--- config.mk ---
export PLATFORM = sky130hd
export DESIGN_NAME = id_stage
export DESIGN_NICKNAME = d
export VERILOG_FILES = /design/src/hw/id_pkg.sv /design/src/hw/id_stage.sv /design/src/hw/operand_resolve.sv /design/src/hw/reg_file.sv /design/src/hw/instr_decoder.sv
export SDC_FILE = /design/constraint.sdc
export NUM_CORES = 2
export LEC_CHECK = 0
export ABC_AREA = 1
export BUFFER_PORTS_ARGS = -buffer_cell sky130_fd_sc_hd__clkbuf_2
export CORE_MARGIN = 4
export CORE_UTILIZATION = 45
export CTS_CLUSTER_SIZE = 30
export DETAILED_ROUTE_END_ITERATION = 8
export SYNTH_ARGS = -nofsm -noshare
export SYNTH_HDL_FRONTEND = slang
export SYNTH_HIERARCHICAL = 1
export SYNTH_SLANG_ARGS = --single-unit
export TNS_END_PERCENT = 50
--- constraint.sdc ---
create_clock -name clk -period 19.15 [get_ports clk]
set_input_delay 3.83 -clock clk [delete_from_list [all_inputs] [get_ports clk]]
set_output_delay 3.83 -clock clk [all_outputs]
set_load 0.01 [all_outputs]
--- src/hw/id_pkg.sv ---
`default_nettype none

package id_pkg;

	////////////////////////////////////////
	// widths
	////////////////////////////////////////

	localparam int DATA_W     = 32;
	localparam int REG_ADDR_W = 5;
	localparam int NUM_REGS   = 32;
	localparam int LINK_REG   = 31;

	////////////////////////////////////////
	// instruction fields
	////////////////////////////////////////

	// primary opcode, inst[31:26]
	typedef enum logic [5:0] {
		OP_SPECIAL = 6'b000000,
		OP_J       = 6'b000010,
		OP_JAL     = 6'b000011,
		OP_BEQ     = 6'b000100,
		OP_BNE     = 6'b000101,
		OP_BLEZ    = 6'b000110,
		OP_BGTZ    = 6'b000111,
		OP_ADDI    = 6'b001000,
		OP_ADDIU   = 6'b001001,
		OP_SLTI    = 6'b001010,
		OP_SLTIU   = 6'b001011,
		OP_ANDI    = 6'b001100,
		OP_ORI     = 6'b001101,
		OP_XORI    = 6'b001110,
		OP_LUI     = 6'b001111
	} opcode_e;

	// function field of SPECIAL, inst[5:0]
	typedef enum logic [5:0] {
		FN_SLL  = 6'b000000,
		FN_SRL  = 6'b000010,
		FN_SRA  = 6'b000011,
		FN_SLLV = 6'b000100,
		FN_SRLV = 6'b000110,
		FN_SRAV = 6'b000111,
		FN_JR   = 6'b001000,
		FN_JALR = 6'b001001,
		FN_ADD  = 6'b100000,
		FN_ADDU = 6'b100001,
		FN_SUB  = 6'b100010,
		FN_SUBU = 6'b100011,
		FN_AND  = 6'b100100,
		FN_OR   = 6'b100101,
		FN_XOR  = 6'b100110,
		FN_NOR  = 6'b100111,
		FN_SLT  = 6'b101010,
		FN_SLTU = 6'b101011
	} funct_e;

	////////////////////////////////////////
	// ALU control
	////////////////////////////////////////

	// same codes as the EX stage expects
	typedef enum logic [7:0] {
		ALU_NOP   = 8'b00000000,
		ALU_AND   = 8'b00100100,
		ALU_OR    = 8'b00100101,
		ALU_XOR   = 8'b00100110,
		ALU_NOR   = 8'b00100111,
		ALU_SLL   = 8'b01111100,
		ALU_SRL   = 8'b00000010,
		ALU_SRA   = 8'b00000011,
		ALU_SLT   = 8'b00101010,
		ALU_SLTU  = 8'b00101011,
		ALU_ADD   = 8'b00100000,
		ALU_ADDU  = 8'b00100001,
		ALU_SUB   = 8'b00100010,
		ALU_SUBU  = 8'b00100011,
		ALU_ADDI  = 8'b01010101,
		ALU_ADDIU = 8'b01010110,
		ALU_J     = 8'b01001111,
		ALU_JAL   = 8'b01010000,
		ALU_JALR  = 8'b00001001,
		ALU_JR    = 8'b00001000,
		ALU_BEQ   = 8'b01010001,
		ALU_BNE   = 8'b01010010,
		ALU_BLEZ  = 8'b01010011,
		ALU_BGTZ  = 8'b01010100
	} alu_op_e;

	typedef enum logic [2:0] {
		SEL_NOP         = 3'b000,
		SEL_LOGIC       = 3'b001,
		SEL_SHIFT       = 3'b010,
		SEL_ARITH       = 3'b100,
		SEL_JUMP_BRANCH = 3'b110
	} alu_sel_e;

	typedef enum logic [2:0] {
		BK_NONE,
		BK_JUMP_ABS,
		BK_JUMP_REG,
		BK_BR_EQ,
		BK_BR_NE,
		BK_BR_GTZ,
		BK_BR_LEZ
	} branch_kind_e;

	////////////////////////////////////////
	// records
	////////////////////////////////////////

	// a register write in flight (EX, MEM or writeback)
	typedef struct packed {
		logic                  wreg;
		logic [REG_ADDR_W-1:0] wd;
		logic [DATA_W-1:0]     wdata;
	} reg_write_t;

	typedef struct packed {
		alu_op_e               aluop;
		alu_sel_e              alusel;
		logic                  reg1_read;
		logic                  reg2_read;
		logic [REG_ADDR_W-1:0] reg1_addr;
		logic [REG_ADDR_W-1:0] reg2_addr;
		logic [DATA_W-1:0]     imm;
		logic [REG_ADDR_W-1:0] wd;
		logic                  wreg;
		branch_kind_e          branch_kind;
		logic                  link;
		// raw inst[25:0], jump index or branch offset
		logic [25:0]           instr_index;
	} decode_t;

	typedef struct packed {
		alu_op_e               aluop;
		alu_sel_e              alusel;
		logic [DATA_W-1:0]     reg1;
		logic [DATA_W-1:0]     reg2;
		logic [REG_ADDR_W-1:0] wd;
		logic                  wreg;
		logic [DATA_W-1:0]     link_addr;
		logic                  in_delayslot;
	} ex_req_t;

	typedef struct packed {
		logic              flag;
		logic [DATA_W-1:0] target;
		logic              next_in_delayslot;
	} branch_t;

endpackage

`default_nettype wire
--- src/hw/id_stage.sv ---
`timescale 1ns/1ns
`default_nettype none

module id_stage (
	input  wire logic                      clk,
	input  wire logic                      reset_i,
	input  wire logic [id_pkg::DATA_W-1:0] pc_i,
	input  wire logic [id_pkg::DATA_W-1:0] inst_i,
	input  wire logic                      is_in_delayslot_i,
	input  wire id_pkg::reg_write_t        ex_fwd_i,
	input  wire id_pkg::reg_write_t        mem_fwd_i,
	input  wire id_pkg::reg_write_t        wb_i,
	output id_pkg::ex_req_t                ex_o,
	output id_pkg::branch_t                branch_o
);

	id_pkg::decode_t           dec;
	logic [id_pkg::DATA_W-1:0] rdata1;
	logic [id_pkg::DATA_W-1:0] rdata2;

	////////////////////////////////////////
	// decode, register read, resolve
	////////////////////////////////////////

	instr_decoder u_dec (
		.reset_i (reset_i),
		.inst_i  (inst_i),
		.dec_o   (dec)
	);

	// writeback is the only write port
	reg_file u_rf (
		.clk      (clk),
		.reset_i  (reset_i),
		.we_i     (wb_i),
		.raddr1_i (dec.reg1_addr),
		.raddr2_i (dec.reg2_addr),
		.re1_i    (dec.reg1_read),
		.re2_i    (dec.reg2_read),
		.rdata1_o (rdata1),
		.rdata2_o (rdata2)
	);

	operand_resolve u_res (
		.reset_i           (reset_i),
		.dec_i             (dec),
		.rdata1_i          (rdata1),
		.rdata2_i          (rdata2),
		.ex_fwd_i          (ex_fwd_i),
		.mem_fwd_i         (mem_fwd_i),
		.pc_i              (pc_i),
		.is_in_delayslot_i (is_in_delayslot_i),
		.ex_o              (ex_o),
		.branch_o          (branch_o)
	);

endmodule

`default_nettype wire

--- src/hw/operand_resolve.sv ---
`timescale 1ns/1ns
`default_nettype none

module operand_resolve (
	input  wire logic                      reset_i,
	input  wire id_pkg::decode_t           dec_i,
	input  wire logic [id_pkg::DATA_W-1:0] rdata1_i,
	input  wire logic [id_pkg::DATA_W-1:0] rdata2_i,
	input  wire id_pkg::reg_write_t        ex_fwd_i,
	input  wire id_pkg::reg_write_t        mem_fwd_i,
	input  wire logic [id_pkg::DATA_W-1:0] pc_i,
	input  wire logic                      is_in_delayslot_i,
	output id_pkg::ex_req_t                ex_o,
	output id_pkg::branch_t                branch_o
);

	logic [id_pkg::DATA_W-1:0] op1;
	logic [id_pkg::DATA_W-1:0] op2;
	logic [id_pkg::DATA_W-1:0] pc_plus_4;
	logic [id_pkg::DATA_W-1:0] pc_plus_8;
	logic [id_pkg::DATA_W-1:0] br_offset;
	logic [id_pkg::DATA_W-1:0] jump_target;
	logic                      taken;
	logic [id_pkg::DATA_W-1:0] target;

	// newest value wins: EX, then MEM, then register file, else immediate
	function automatic logic [id_pkg::DATA_W-1:0] pick_operand(
		input logic                          rd_en,
		input logic [id_pkg::REG_ADDR_W-1:0] addr,
		input logic [id_pkg::DATA_W-1:0]     rf_word,
		input logic [id_pkg::DATA_W-1:0]     imm,
		input id_pkg::reg_write_t            ex_fwd,
		input id_pkg::reg_write_t            mem_fwd
	);
		if (rd_en && ex_fwd.wreg && (ex_fwd.wd == addr))
			return ex_fwd.wdata;
		if (rd_en && mem_fwd.wreg && (mem_fwd.wd == addr))
			return mem_fwd.wdata;
		if (rd_en)
			return rf_word;
		return imm;
	endfunction

	assign op1 = pick_operand(dec_i.reg1_read, dec_i.reg1_addr, rdata1_i, dec_i.imm,
		ex_fwd_i, mem_fwd_i);
	assign op2 = pick_operand(dec_i.reg2_read, dec_i.reg2_addr, rdata2_i, dec_i.imm,
		ex_fwd_i, mem_fwd_i);

	////////////////////////////////////////
	// control flow
	////////////////////////////////////////

	assign pc_plus_4   = pc_i + 32'd4;
	assign pc_plus_8   = pc_i + 32'd8;
	assign br_offset   = {{14{dec_i.instr_index[15]}}, dec_i.instr_index[15:0], 2'b00};
	assign jump_target = {pc_plus_4[31:28], dec_i.instr_index, 2'b00};

	always_comb begin
		taken  = 1'b0;
		target = '0;
		case (dec_i.branch_kind)
			id_pkg::BK_JUMP_ABS: begin
				taken  = 1'b1;
				target = jump_target;
			end
			id_pkg::BK_JUMP_REG: begin
				taken  = 1'b1;
				target = op1;
			end
			id_pkg::BK_BR_EQ:  taken = (op1 == op2);
			id_pkg::BK_BR_NE:  taken = (op1 != op2);
			id_pkg::BK_BR_GTZ: taken = !op1[31] && (op1 != '0);
			id_pkg::BK_BR_LEZ: taken = op1[31] || (op1 == '0);
			default: ;
		endcase
		// conditional branches are pc-relative
		if (taken && (dec_i.branch_kind inside {id_pkg::BK_BR_EQ, id_pkg::BK_BR_NE,
				id_pkg::BK_BR_GTZ, id_pkg::BK_BR_LEZ})) begin
			target = pc_plus_4 + br_offset;
		end
	end

	////////////////////////////////////////
	// outputs
	////////////////////////////////////////

	always_comb begin
		ex_o     = '0;
		branch_o = '0;
		if (!reset_i) begin
			ex_o.aluop        = dec_i.aluop;
			ex_o.alusel       = dec_i.alusel;
			ex_o.reg1         = op1;
			ex_o.reg2         = op2;
			ex_o.wd           = dec_i.wd;
			ex_o.wreg         = dec_i.wreg;
			ex_o.link_addr    = dec_i.link ? pc_plus_8 : '0;
			ex_o.in_delayslot = is_in_delayslot_i;

			branch_o.flag              = taken;
			branch_o.target            = target;
			branch_o.next_in_delayslot = taken;
		end
	end

endmodule

`default_nettype wire

--- src/hw/reg_file.sv ---
`timescale 1ns/1ns
`default_nettype none

module reg_file (
	input  wire logic                          clk,
	input  wire logic                          reset_i,
	input  wire id_pkg::reg_write_t            we_i,
	input  wire logic [id_pkg::REG_ADDR_W-1:0] raddr1_i,
	input  wire logic [id_pkg::REG_ADDR_W-1:0] raddr2_i,
	input  wire logic                          re1_i,
	input  wire logic                          re2_i,
	output logic [id_pkg::DATA_W-1:0]          rdata1_o,
	output logic [id_pkg::DATA_W-1:0]          rdata2_o
);

	logic [id_pkg::DATA_W-1:0] regs [id_pkg::NUM_REGS];

	// r0 is never written, so it stays at its reset value of zero
	always_ff @(posedge clk) begin
		if (reset_i) begin
			for (int i = 0; i < id_pkg::NUM_REGS; i++) begin
				regs[i] <= '0;
			end
		end else if (we_i.wreg && (we_i.wd != '0)) begin
			regs[we_i.wd] <= we_i.wdata;
		end
	end

	////////////////////////////////////////
	// read ports
	////////////////////////////////////////

	// disabled port or r0 gives zero, a same-cycle write is passed through
	function automatic logic [id_pkg::DATA_W-1:0] read_port(
		input logic                          re,
		input logic [id_pkg::REG_ADDR_W-1:0] addr,
		input logic [id_pkg::DATA_W-1:0]     stored,
		input id_pkg::reg_write_t            wr
	);
		if (!re || (addr == '0))
			return '0;
		if (wr.wreg && (wr.wd == addr))
			return wr.wdata;
		return stored;
	endfunction

	assign rdata1_o = read_port(re1_i, raddr1_i, regs[raddr1_i], we_i);
	assign rdata2_o = read_port(re2_i, raddr2_i, regs[raddr2_i], we_i);

endmodule

`default_nettype wire

--- src/hw/instr_decoder.sv ---
`timescale 1ns/1ns
`default_nettype none

module instr_decoder (
	input  wire logic                      reset_i,
	input  wire logic [id_pkg::DATA_W-1:0] inst_i,
	output id_pkg::decode_t                dec_o
);

	id_pkg::opcode_e                 op;
	id_pkg::funct_e                  funct;
	logic [id_pkg::REG_ADDR_W-1:0]   rs;
	logic [id_pkg::REG_ADDR_W-1:0]   rt;
	logic [id_pkg::REG_ADDR_W-1:0]   rd;
	logic [4:0]                      shamt;
	logic [15:0]                     imm16;
	id_pkg::alu_op_e                 fn_aluop;
	id_pkg::alu_op_e                 op_aluop;

	assign op    = id_pkg::opcode_e'(inst_i[31:26]);
	assign rs    = inst_i[25:21];
	assign rt    = inst_i[20:16];
	assign rd    = inst_i[15:11];
	assign shamt = inst_i[10:6];
	assign funct = id_pkg::funct_e'(inst_i[5:0]);
	assign imm16 = inst_i[15:0];

	// variable and immediate shifts share one ALU op
	function automatic id_pkg::alu_op_e funct_to_aluop(input id_pkg::funct_e f);
		case (f)
			id_pkg::FN_SLL, id_pkg::FN_SLLV: return id_pkg::ALU_SLL;
			id_pkg::FN_SRL, id_pkg::FN_SRLV: return id_pkg::ALU_SRL;
			id_pkg::FN_SRA, id_pkg::FN_SRAV: return id_pkg::ALU_SRA;
			id_pkg::FN_JR:   return id_pkg::ALU_JR;
			id_pkg::FN_JALR: return id_pkg::ALU_JALR;
			id_pkg::FN_ADD:  return id_pkg::ALU_ADD;
			id_pkg::FN_ADDU: return id_pkg::ALU_ADDU;
			id_pkg::FN_SUB:  return id_pkg::ALU_SUB;
			id_pkg::FN_SUBU: return id_pkg::ALU_SUBU;
			id_pkg::FN_AND:  return id_pkg::ALU_AND;
			id_pkg::FN_OR:   return id_pkg::ALU_OR;
			id_pkg::FN_XOR:  return id_pkg::ALU_XOR;
			id_pkg::FN_NOR:  return id_pkg::ALU_NOR;
			id_pkg::FN_SLT:  return id_pkg::ALU_SLT;
			id_pkg::FN_SLTU: return id_pkg::ALU_SLTU;
			default:         return id_pkg::ALU_NOP;
		endcase
	endfunction

	// LUI is an OR against r0 with the immediate in the upper half
	function automatic id_pkg::alu_op_e opcode_to_aluop(input id_pkg::opcode_e o);
		case (o)
			id_pkg::OP_ORI, id_pkg::OP_LUI: return id_pkg::ALU_OR;
			id_pkg::OP_ANDI:  return id_pkg::ALU_AND;
			id_pkg::OP_XORI:  return id_pkg::ALU_XOR;
			id_pkg::OP_ADDI:  return id_pkg::ALU_ADDI;
			id_pkg::OP_ADDIU: return id_pkg::ALU_ADDIU;
			id_pkg::OP_SLTI:  return id_pkg::ALU_SLT;
			id_pkg::OP_SLTIU: return id_pkg::ALU_SLTU;
			id_pkg::OP_J:     return id_pkg::ALU_J;
			id_pkg::OP_JAL:   return id_pkg::ALU_JAL;
			id_pkg::OP_BEQ:   return id_pkg::ALU_BEQ;
			id_pkg::OP_BNE:   return id_pkg::ALU_BNE;
			id_pkg::OP_BGTZ:  return id_pkg::ALU_BGTZ;
			id_pkg::OP_BLEZ:  return id_pkg::ALU_BLEZ;
			default:          return id_pkg::ALU_NOP;
		endcase
	endfunction

	assign fn_aluop = funct_to_aluop(funct);
	assign op_aluop = opcode_to_aluop(op);

	////////////////////////////////////////
	// decode
	////////////////////////////////////////

	always_comb begin
		// all-zero record is the NOP
		dec_o = '0;
		if (!reset_i) begin
			dec_o.reg1_addr   = rs;
			dec_o.reg2_addr   = rt;
			dec_o.instr_index = inst_i[25:0];
			case (op)
				id_pkg::OP_SPECIAL: begin
					case (funct)
						// shift by shamt, rs field must be zero
						id_pkg::FN_SLL, id_pkg::FN_SRL, id_pkg::FN_SRA: begin
							if (rs == '0) begin
								dec_o.aluop     = fn_aluop;
								dec_o.alusel    = id_pkg::SEL_SHIFT;
								dec_o.reg2_read = 1'b1;
								dec_o.imm       = {27'b0, shamt};
								dec_o.wd        = rd;
								dec_o.wreg      = 1'b1;
							end
						end
						id_pkg::FN_SLLV, id_pkg::FN_SRLV, id_pkg::FN_SRAV,
						id_pkg::FN_AND, id_pkg::FN_OR, id_pkg::FN_XOR, id_pkg::FN_NOR,
						id_pkg::FN_ADD, id_pkg::FN_ADDU, id_pkg::FN_SUB, id_pkg::FN_SUBU,
						id_pkg::FN_SLT, id_pkg::FN_SLTU: begin
							if (shamt == '0) begin
								dec_o.aluop     = fn_aluop;
								dec_o.reg1_read = 1'b1;
								dec_o.reg2_read = 1'b1;
								dec_o.wd        = rd;
								dec_o.wreg      = 1'b1;
								if (funct inside {id_pkg::FN_SLLV, id_pkg::FN_SRLV,
										id_pkg::FN_SRAV}) begin
									dec_o.alusel = id_pkg::SEL_SHIFT;
								end else if (funct inside {id_pkg::FN_AND, id_pkg::FN_OR,
										id_pkg::FN_XOR, id_pkg::FN_NOR}) begin
									dec_o.alusel = id_pkg::SEL_LOGIC;
								end else begin
									dec_o.alusel = id_pkg::SEL_ARITH;
								end
							end
						end
						// JALR links into rd, JR writes nothing
						id_pkg::FN_JR, id_pkg::FN_JALR: begin
							if (shamt == '0) begin
								dec_o.aluop       = fn_aluop;
								dec_o.alusel      = id_pkg::SEL_JUMP_BRANCH;
								dec_o.reg1_read   = 1'b1;
								dec_o.branch_kind = id_pkg::BK_JUMP_REG;
								if (funct == id_pkg::FN_JALR) begin
									dec_o.wd   = rd;
									dec_o.wreg = 1'b1;
									dec_o.link = 1'b1;
								end
							end
						end
						default: ;
					endcase
				end
				id_pkg::OP_ORI, id_pkg::OP_ANDI, id_pkg::OP_XORI, id_pkg::OP_LUI: begin
					dec_o.aluop     = op_aluop;
					dec_o.alusel    = id_pkg::SEL_LOGIC;
					dec_o.reg1_read = 1'b1;
					dec_o.wd        = rt;
					dec_o.wreg      = 1'b1;
					if (op == id_pkg::OP_LUI)
						dec_o.imm = {imm16, 16'h0};
					else
						dec_o.imm = {16'h0, imm16};
				end
				id_pkg::OP_ADDI, id_pkg::OP_ADDIU, id_pkg::OP_SLTI, id_pkg::OP_SLTIU: begin
					dec_o.aluop     = op_aluop;
					dec_o.alusel    = id_pkg::SEL_ARITH;
					dec_o.reg1_read = 1'b1;
					dec_o.imm       = {{16{imm16[15]}}, imm16};
					dec_o.wd        = rt;
					dec_o.wreg      = 1'b1;
				end
				id_pkg::OP_J, id_pkg::OP_JAL: begin
					dec_o.aluop       = op_aluop;
					dec_o.alusel      = id_pkg::SEL_JUMP_BRANCH;
					dec_o.branch_kind = id_pkg::BK_JUMP_ABS;
					if (op == id_pkg::OP_JAL) begin
						dec_o.wd   = id_pkg::REG_ADDR_W'(id_pkg::LINK_REG);
						dec_o.wreg = 1'b1;
						dec_o.link = 1'b1;
					end
				end
				id_pkg::OP_BEQ, id_pkg::OP_BNE, id_pkg::OP_BGTZ, id_pkg::OP_BLEZ: begin
					dec_o.aluop     = op_aluop;
					dec_o.alusel    = id_pkg::SEL_JUMP_BRANCH;
					dec_o.reg1_read = 1'b1;
					// BGTZ and BLEZ only compare rs against zero
					dec_o.reg2_read = (op == id_pkg::OP_BEQ) || (op == id_pkg::OP_BNE);
					case (op)
						id_pkg::OP_BEQ:  dec_o.branch_kind = id_pkg::BK_BR_EQ;
						id_pkg::OP_BNE:  dec_o.branch_kind = id_pkg::BK_BR_NE;
						id_pkg::OP_BGTZ: dec_o.branch_kind = id_pkg::BK_BR_GTZ;
						default:         dec_o.branch_kind = id_pkg::BK_BR_LEZ;
					endcase
				end
				default: ;
			endcase
		end
	end

endmodule

`default_nettype wire

* Yosys cells after proc, flatten, opt, wreduce, memory -nomap -nowiden
Memories as Yosys holds them, arrays and structs flattened.
Index checks and enable logic that the tools add are counted.
Widths: inputs -> output; s select.
** Storage, ports and cells
- Flip-flop bits (word level) :: 0
- Bits in writable memories :: 1024
- Memory bits (read-only) :: 560
- Input port bits :: 181
- Output and inout bits :: 148
- Word-level logic and storage cells :: 178
- Memories :: 3
** Memory list
- u_rf.regs :: words 32, bits a word 32, read ports 2, clocked after Yosys merged registers in 0, wr ports 32, RTL line reg_file.sv:16 : logic [id_pkg::DATA_W-1:0] regs [id_pkg::NUM_REGS];
- (no name shown) :: words 64, bits a word 7, read ports 1, clocked after Yosys merged registers in 0, wr ports 0, RTL line instr_decoder.sv:30 : case (f)
- (no name shown) :: words 16, bits a word 7, read ports 1, clocked after Yosys merged registers in 0, wr ports 0, RTL line instr_decoder.sv:52 : case (o)
** Cells by class
- Add/sub/neg operators :: 3
- Equality and inequality tests :: 45
- Muxes and demuxes :: 82
- Reductions and logical operators :: 45
** Operators by type and width (number)
- $mux 32 :: 24
- $mux 114 :: 1
- $pmux 32 s3 :: 1
- $mux 91 :: 1
- $pmux 32 s2 :: 1
- $eq 6x4->1 const B :: 10
- $eq 6x6->1 const B :: 10
- $pmux 11 s4 :: 1
- $eq 6x3->1 const B :: 7
- $pmux 6 s3 :: 2
- $mux 34 :: 1
- $pmux 11 s3 :: 1
- $add 32x3->32 const B :: 1
- $add 32x32->32 :: 1
- $add 32x4->32 const B :: 1
- $eq 32x32->1 :: 1
- $logic_not 32->1 :: 1
- $ne 32x32->1 :: 1
- $reduce_bool 32->1 :: 1
- $reduce_or 32->1 :: 1
- $eq 5x5->1 :: 6
- $mux 1 :: 27
- $eq 6x2->1 const B :: 4
- $mux 11 :: 2
- other kinds (30) :: 68

* Longest topological paths before layout
- Depth after elaboration :: 24
- Mapped depth :: 38

* Hierarchy
The synthesis kept the hierarchy.
** By module, submodules not included
- reg_file :: instances 1, cells an instance 7576, area each 59136.7 um2, seq. area each 30749.5 um2
- operand_resolve :: instances 1, cells an instance 1820, area each 8613.3 um2, seq. area each 0.0 um2
- instr_decoder :: instances 1, cells an instance 355, area each 1715.4 um2, seq. area each 0.0 um2

* Worst setup path before layout
OpenSTA, ideal clock, no wires.
- Path type :: input to output
- Start point :: in reset_i
- End point :: out branch_o[33] in the netlist's numbering
- Arrival time :: 7.618 ns
- Data required time :: 15.320 ns
- Path slack :: 7.702 ns
- Stages on the path :: 36
- Buffers on the path :: 10
- Path through :: clkbuf_1 clkbuf_1 clkbuf_1 nor2_1 buf_4 buf_2 inv_2 buf_2 clkbuf_1 nand3_1 nand3_1 nand3_1 nand3_1 nand2_1 a21oi_1 inv_1 nand2_1 o21ai_0 inv_1 nand2_1 nand3_1 nand2_1 nand2_1 nand2_1 inv_1 nand2_1 nor2_1 nand2_1 nor2_1 nand3_1 nand3_1 buf_4 buf_4 nor2_1 nor2_1 buf_4
** RTL lines
- from (decl) :: RTL line id_stage.sv:6 : input wire logic reset_i,
- to (decl) :: RTL line id_stage.sv:14 : output id_pkg::branch_t branch_o

==> metrics.cfg <==
[timing]
setup_viol = 0
post-route-period-util = 0.7827
fin_crit_ns = 14.99
hold_violations = 0
max_freq_mhz = 66.72
drv_slew = 0
final.setup.tns_ns = 0
grt_setup_unrepaired = false
worst_slew_pin_slew_ns = 1.452
timing.slew.headroom = 0.03108

[pwr]
p_int_uw = 4089
powerDensity_nw_per_um2 = 78.29
p_sw_uw = 1823
p_leak_uw = 0.03350
swShare = 0.3083
clkPwrFrac = 0.372
ir_worst_vdd_v = 0.00007371
p_seq_frac = 0.446
comb_power_share = 0.182
power_uw = 5912

[placement]
dpl.hpwl_um = 203200
dpl-instance-area_um2 = 71780
port_buffers = 327
dp_cells = 11550
place_congestion = 1.005

[worst_setup_path]
required_ns = 15.32
startpoint = reset_i
critPathLaunchType = primary input
cp-endpoint = branch_o[33]
crit_arrival_ns = 11.16
end_kind = primary output
crit_type = primary input to primary output
cp_max_fo = 67

[die]
core_um2 = 152600
die_y_um = 400.9
die_area_um2 = 160700
initial_utilization = 0.4552
die_width_um = 400.9
io_pins = 329
rows = 143

[detailed_routing]
wl_um = 329200
remaining_drc_errors = 0
vias = 70450
viasPerCell = 5.980
dr.pass1.iters = 7
drt_iter0_markers = 10520
wire_per_inst_um = 27.94
ant_nets = 0

[logic_synthesis]
synth_fa_ha_area_frac = 0.006592
synth_simple_gate_area_frac = 0.3407
ys.flop_type = edfxtp_1
synth_mux_area_frac = 0.007493
synth_top_family_by_area = simple AND/OR/NAND/NOR gates
syn_area_um2 = 69470
synth-xor-area-share = 0.006808
ys_types = 56
syn_inst = 9751
syn_area_per_cell_um2 = 7.124
async_flop_share = 0
ys_warn_count = 6
synth_edf_count = 1024
synth_compound_area_frac = 0.08379
ys_seq_area_frac = 0.4427
ys_ff_latch = 1024

[cells_and_area]
fillCellCount = 15150
area_delta_synth_final_pct = 8.712
largestRegisters = u_rf/regs (1024)
layout.nets = 9853
fin_area_um2 = 75520
drive_gt1_frac = 0.08663
fin_cells = 11780
final_common_cell = nand2_1
largest-register = u_rf/regs
final_cell_mix = nand2_1 (2428), nor2_1 (1682), nand3_1 (1254)
largest_reg_flops = 1024

[cts]
htreeDepth = 3
clockBufferDepth = 3
ctsHoldBuffers = 0
root_buffer = clkbuf_16
cts_buffers = 113
clk_pin_slew_worst_paths_ns = 0.06
cts_tree = yes
cts.sinks = 1024
postCtsSetupRepairBufs = 0
post_cts_resized = 0

[grt]
antenna_found_initial = 31
grt_pass1_vias = 64360
grt_usage = 0.3924
grt_start_max_net_pins = 226
grt_overflow = 0
grt_pass1_wl_um = 462900

[outcome]
status = completed

[worst_hold_path]
hp-class = primary input to register

[job]
cap_viol_max_count = 0

[cell families after synthesis]
logic type                 Yosys count
and+or+nand+nor                   5692
buffers and inverters             1838
AOI/OAI and AO/OA                 1053
DFF                               1024
xor gates and xnor gates            54
muxes                               52
adders and majority gates           36
other                                2
[synthesized netlist by cell type, drive strengths merged, types with 2 or more instances]
library cell / number / share of area
a211oi: 4 / 0.00043
a21boi: 4 / 0.00043
a21o: 3 / 0.00032
a21oi: 371 / 0.027
a31oi: 4 / 0.00036
and3: 2 / 0.00018
buf: 403 / 0.034
clkbuf: 340 / 0.018
clkinv: 4 / 0.00022
conb: 2 / 0.00011
edfxtp: 1024 / 0.44
ha: 35 / 0.0063
inv: 1091 / 0.059
mux2i: 52 / 0.0075
nand2: 2495 / 0.14
nand3: 1265 / 0.092
nand3b: 2 / 0.00022
nand4: 79 / 0.0071
nor2: 1714 / 0.094
nor3: 54 / 0.0045
nor3b: 3 / 0.00032
nor4: 5 / 0.00045
o211ai: 179 / 0.019
o21a: 5 / 0.00054
o21ai: 458 / 0.033
o21bai: 5 / 0.00054
o22ai: 15 / 0.0014
or2: 71 / 0.0064
xnor2: 20 / 0.0025
xor2: 34 / 0.0043
[worst min-delay path by stage]
stage / slack, ns / startpoint / depth (start not counted) / endpoint
2_1_floorplan: 4.07 / wb_i[10] / 2 / u_rf/regs[5][10]
3_3_place_gp: 4.50 / wb_i[36] / 4 / u_rf/regs[1][9]
3_5_place_dp: 4.51 / wb_i[36] / 4 / u_rf/regs[1][9]
4_1_cts: 3.70 / wb_i[7] / 4 / u_rf/regs[29][7]
5_1_grt: 3.75 / wb_i[4] / 4 / u_rf/regs[10][4]
6_report: 3.74 / wb_i[7] / 4 / u_rf/regs[31][7]
[cell type report]
class	count	area, um^2	area share
clock inverter	78	768.2	0.01017
clock buffer	132	2920	0.03867
timing repair buffer	482	2972	0.03935
antenna	21	52.55	0.0006959
sequential	1024	30750	0.4072
multi-input combinational	6920	31370	0.4154
inverter	1095	4143	0.05486
tap	2030	2540	0.03363
[layer usage]
| layer | global-route usage | part of all wire |
|---|---|---|
| met5 | 0 | 0.00030 |
| met4 | 0.2328 | 0.069 |
| met2 | 0.5933 | 0.43 |
| met1 | 0.5103 | 0.37 |
| met3 | 0.09653 | 0.12 |
[power by group through the flow]
stage / Combinational, uW / Sequential, uW / Clock, uW
final: 1080 / 2640 / 2200
after CTS: 1040 / 2640 / 2220
after global placement: 1030 / 2680 / 0
after detailed placement: 1030 / 2680 / 0
after global routing: 1140 / 2650 / 2300
after floorplan: 626 / 2670 / 0
[critical path: stages]
cell      delay [ns]
clkbuf_8        0.33
nor2_4          0.21
buf_4           0.64
clkinv_2        0.71
nor2_4          0.86
buf_4           0.74
nand3_1         0.15
nand2_1         0.09
nor2_1          0.07
nand2_1         0.07
nand2_1         0.31
a21oi_1         0.47
mux2i_1         0.16
nand2_1         0.15
nand3_1         0.09
nand2_1         0.09
nand2_1         0.05
nand2_1         0.08
nand2_1         0.07
nor2_1          0.12
nand2_1         0.06
nor2_1          0.13
nand3_1         0.11
nand3_2         0.11
buf_4           0.54
nor2_1          0.12
nor2_1          0.30
clkbuf_2        0.20
[metrics by stage]
step                      setup slack [ns]  hold WS (ns)    util
final                                4.161         3.741  0.4948
after global routing                 3.926         3.748  0.4947
after CTS                            4.519         3.698  0.4945
after detailed placement             4.543         4.513  0.4703
after global placement               4.577         4.505  0.4703
after floorplan                      7.702         4.069       -
Power figures use the tool's default switching activity.
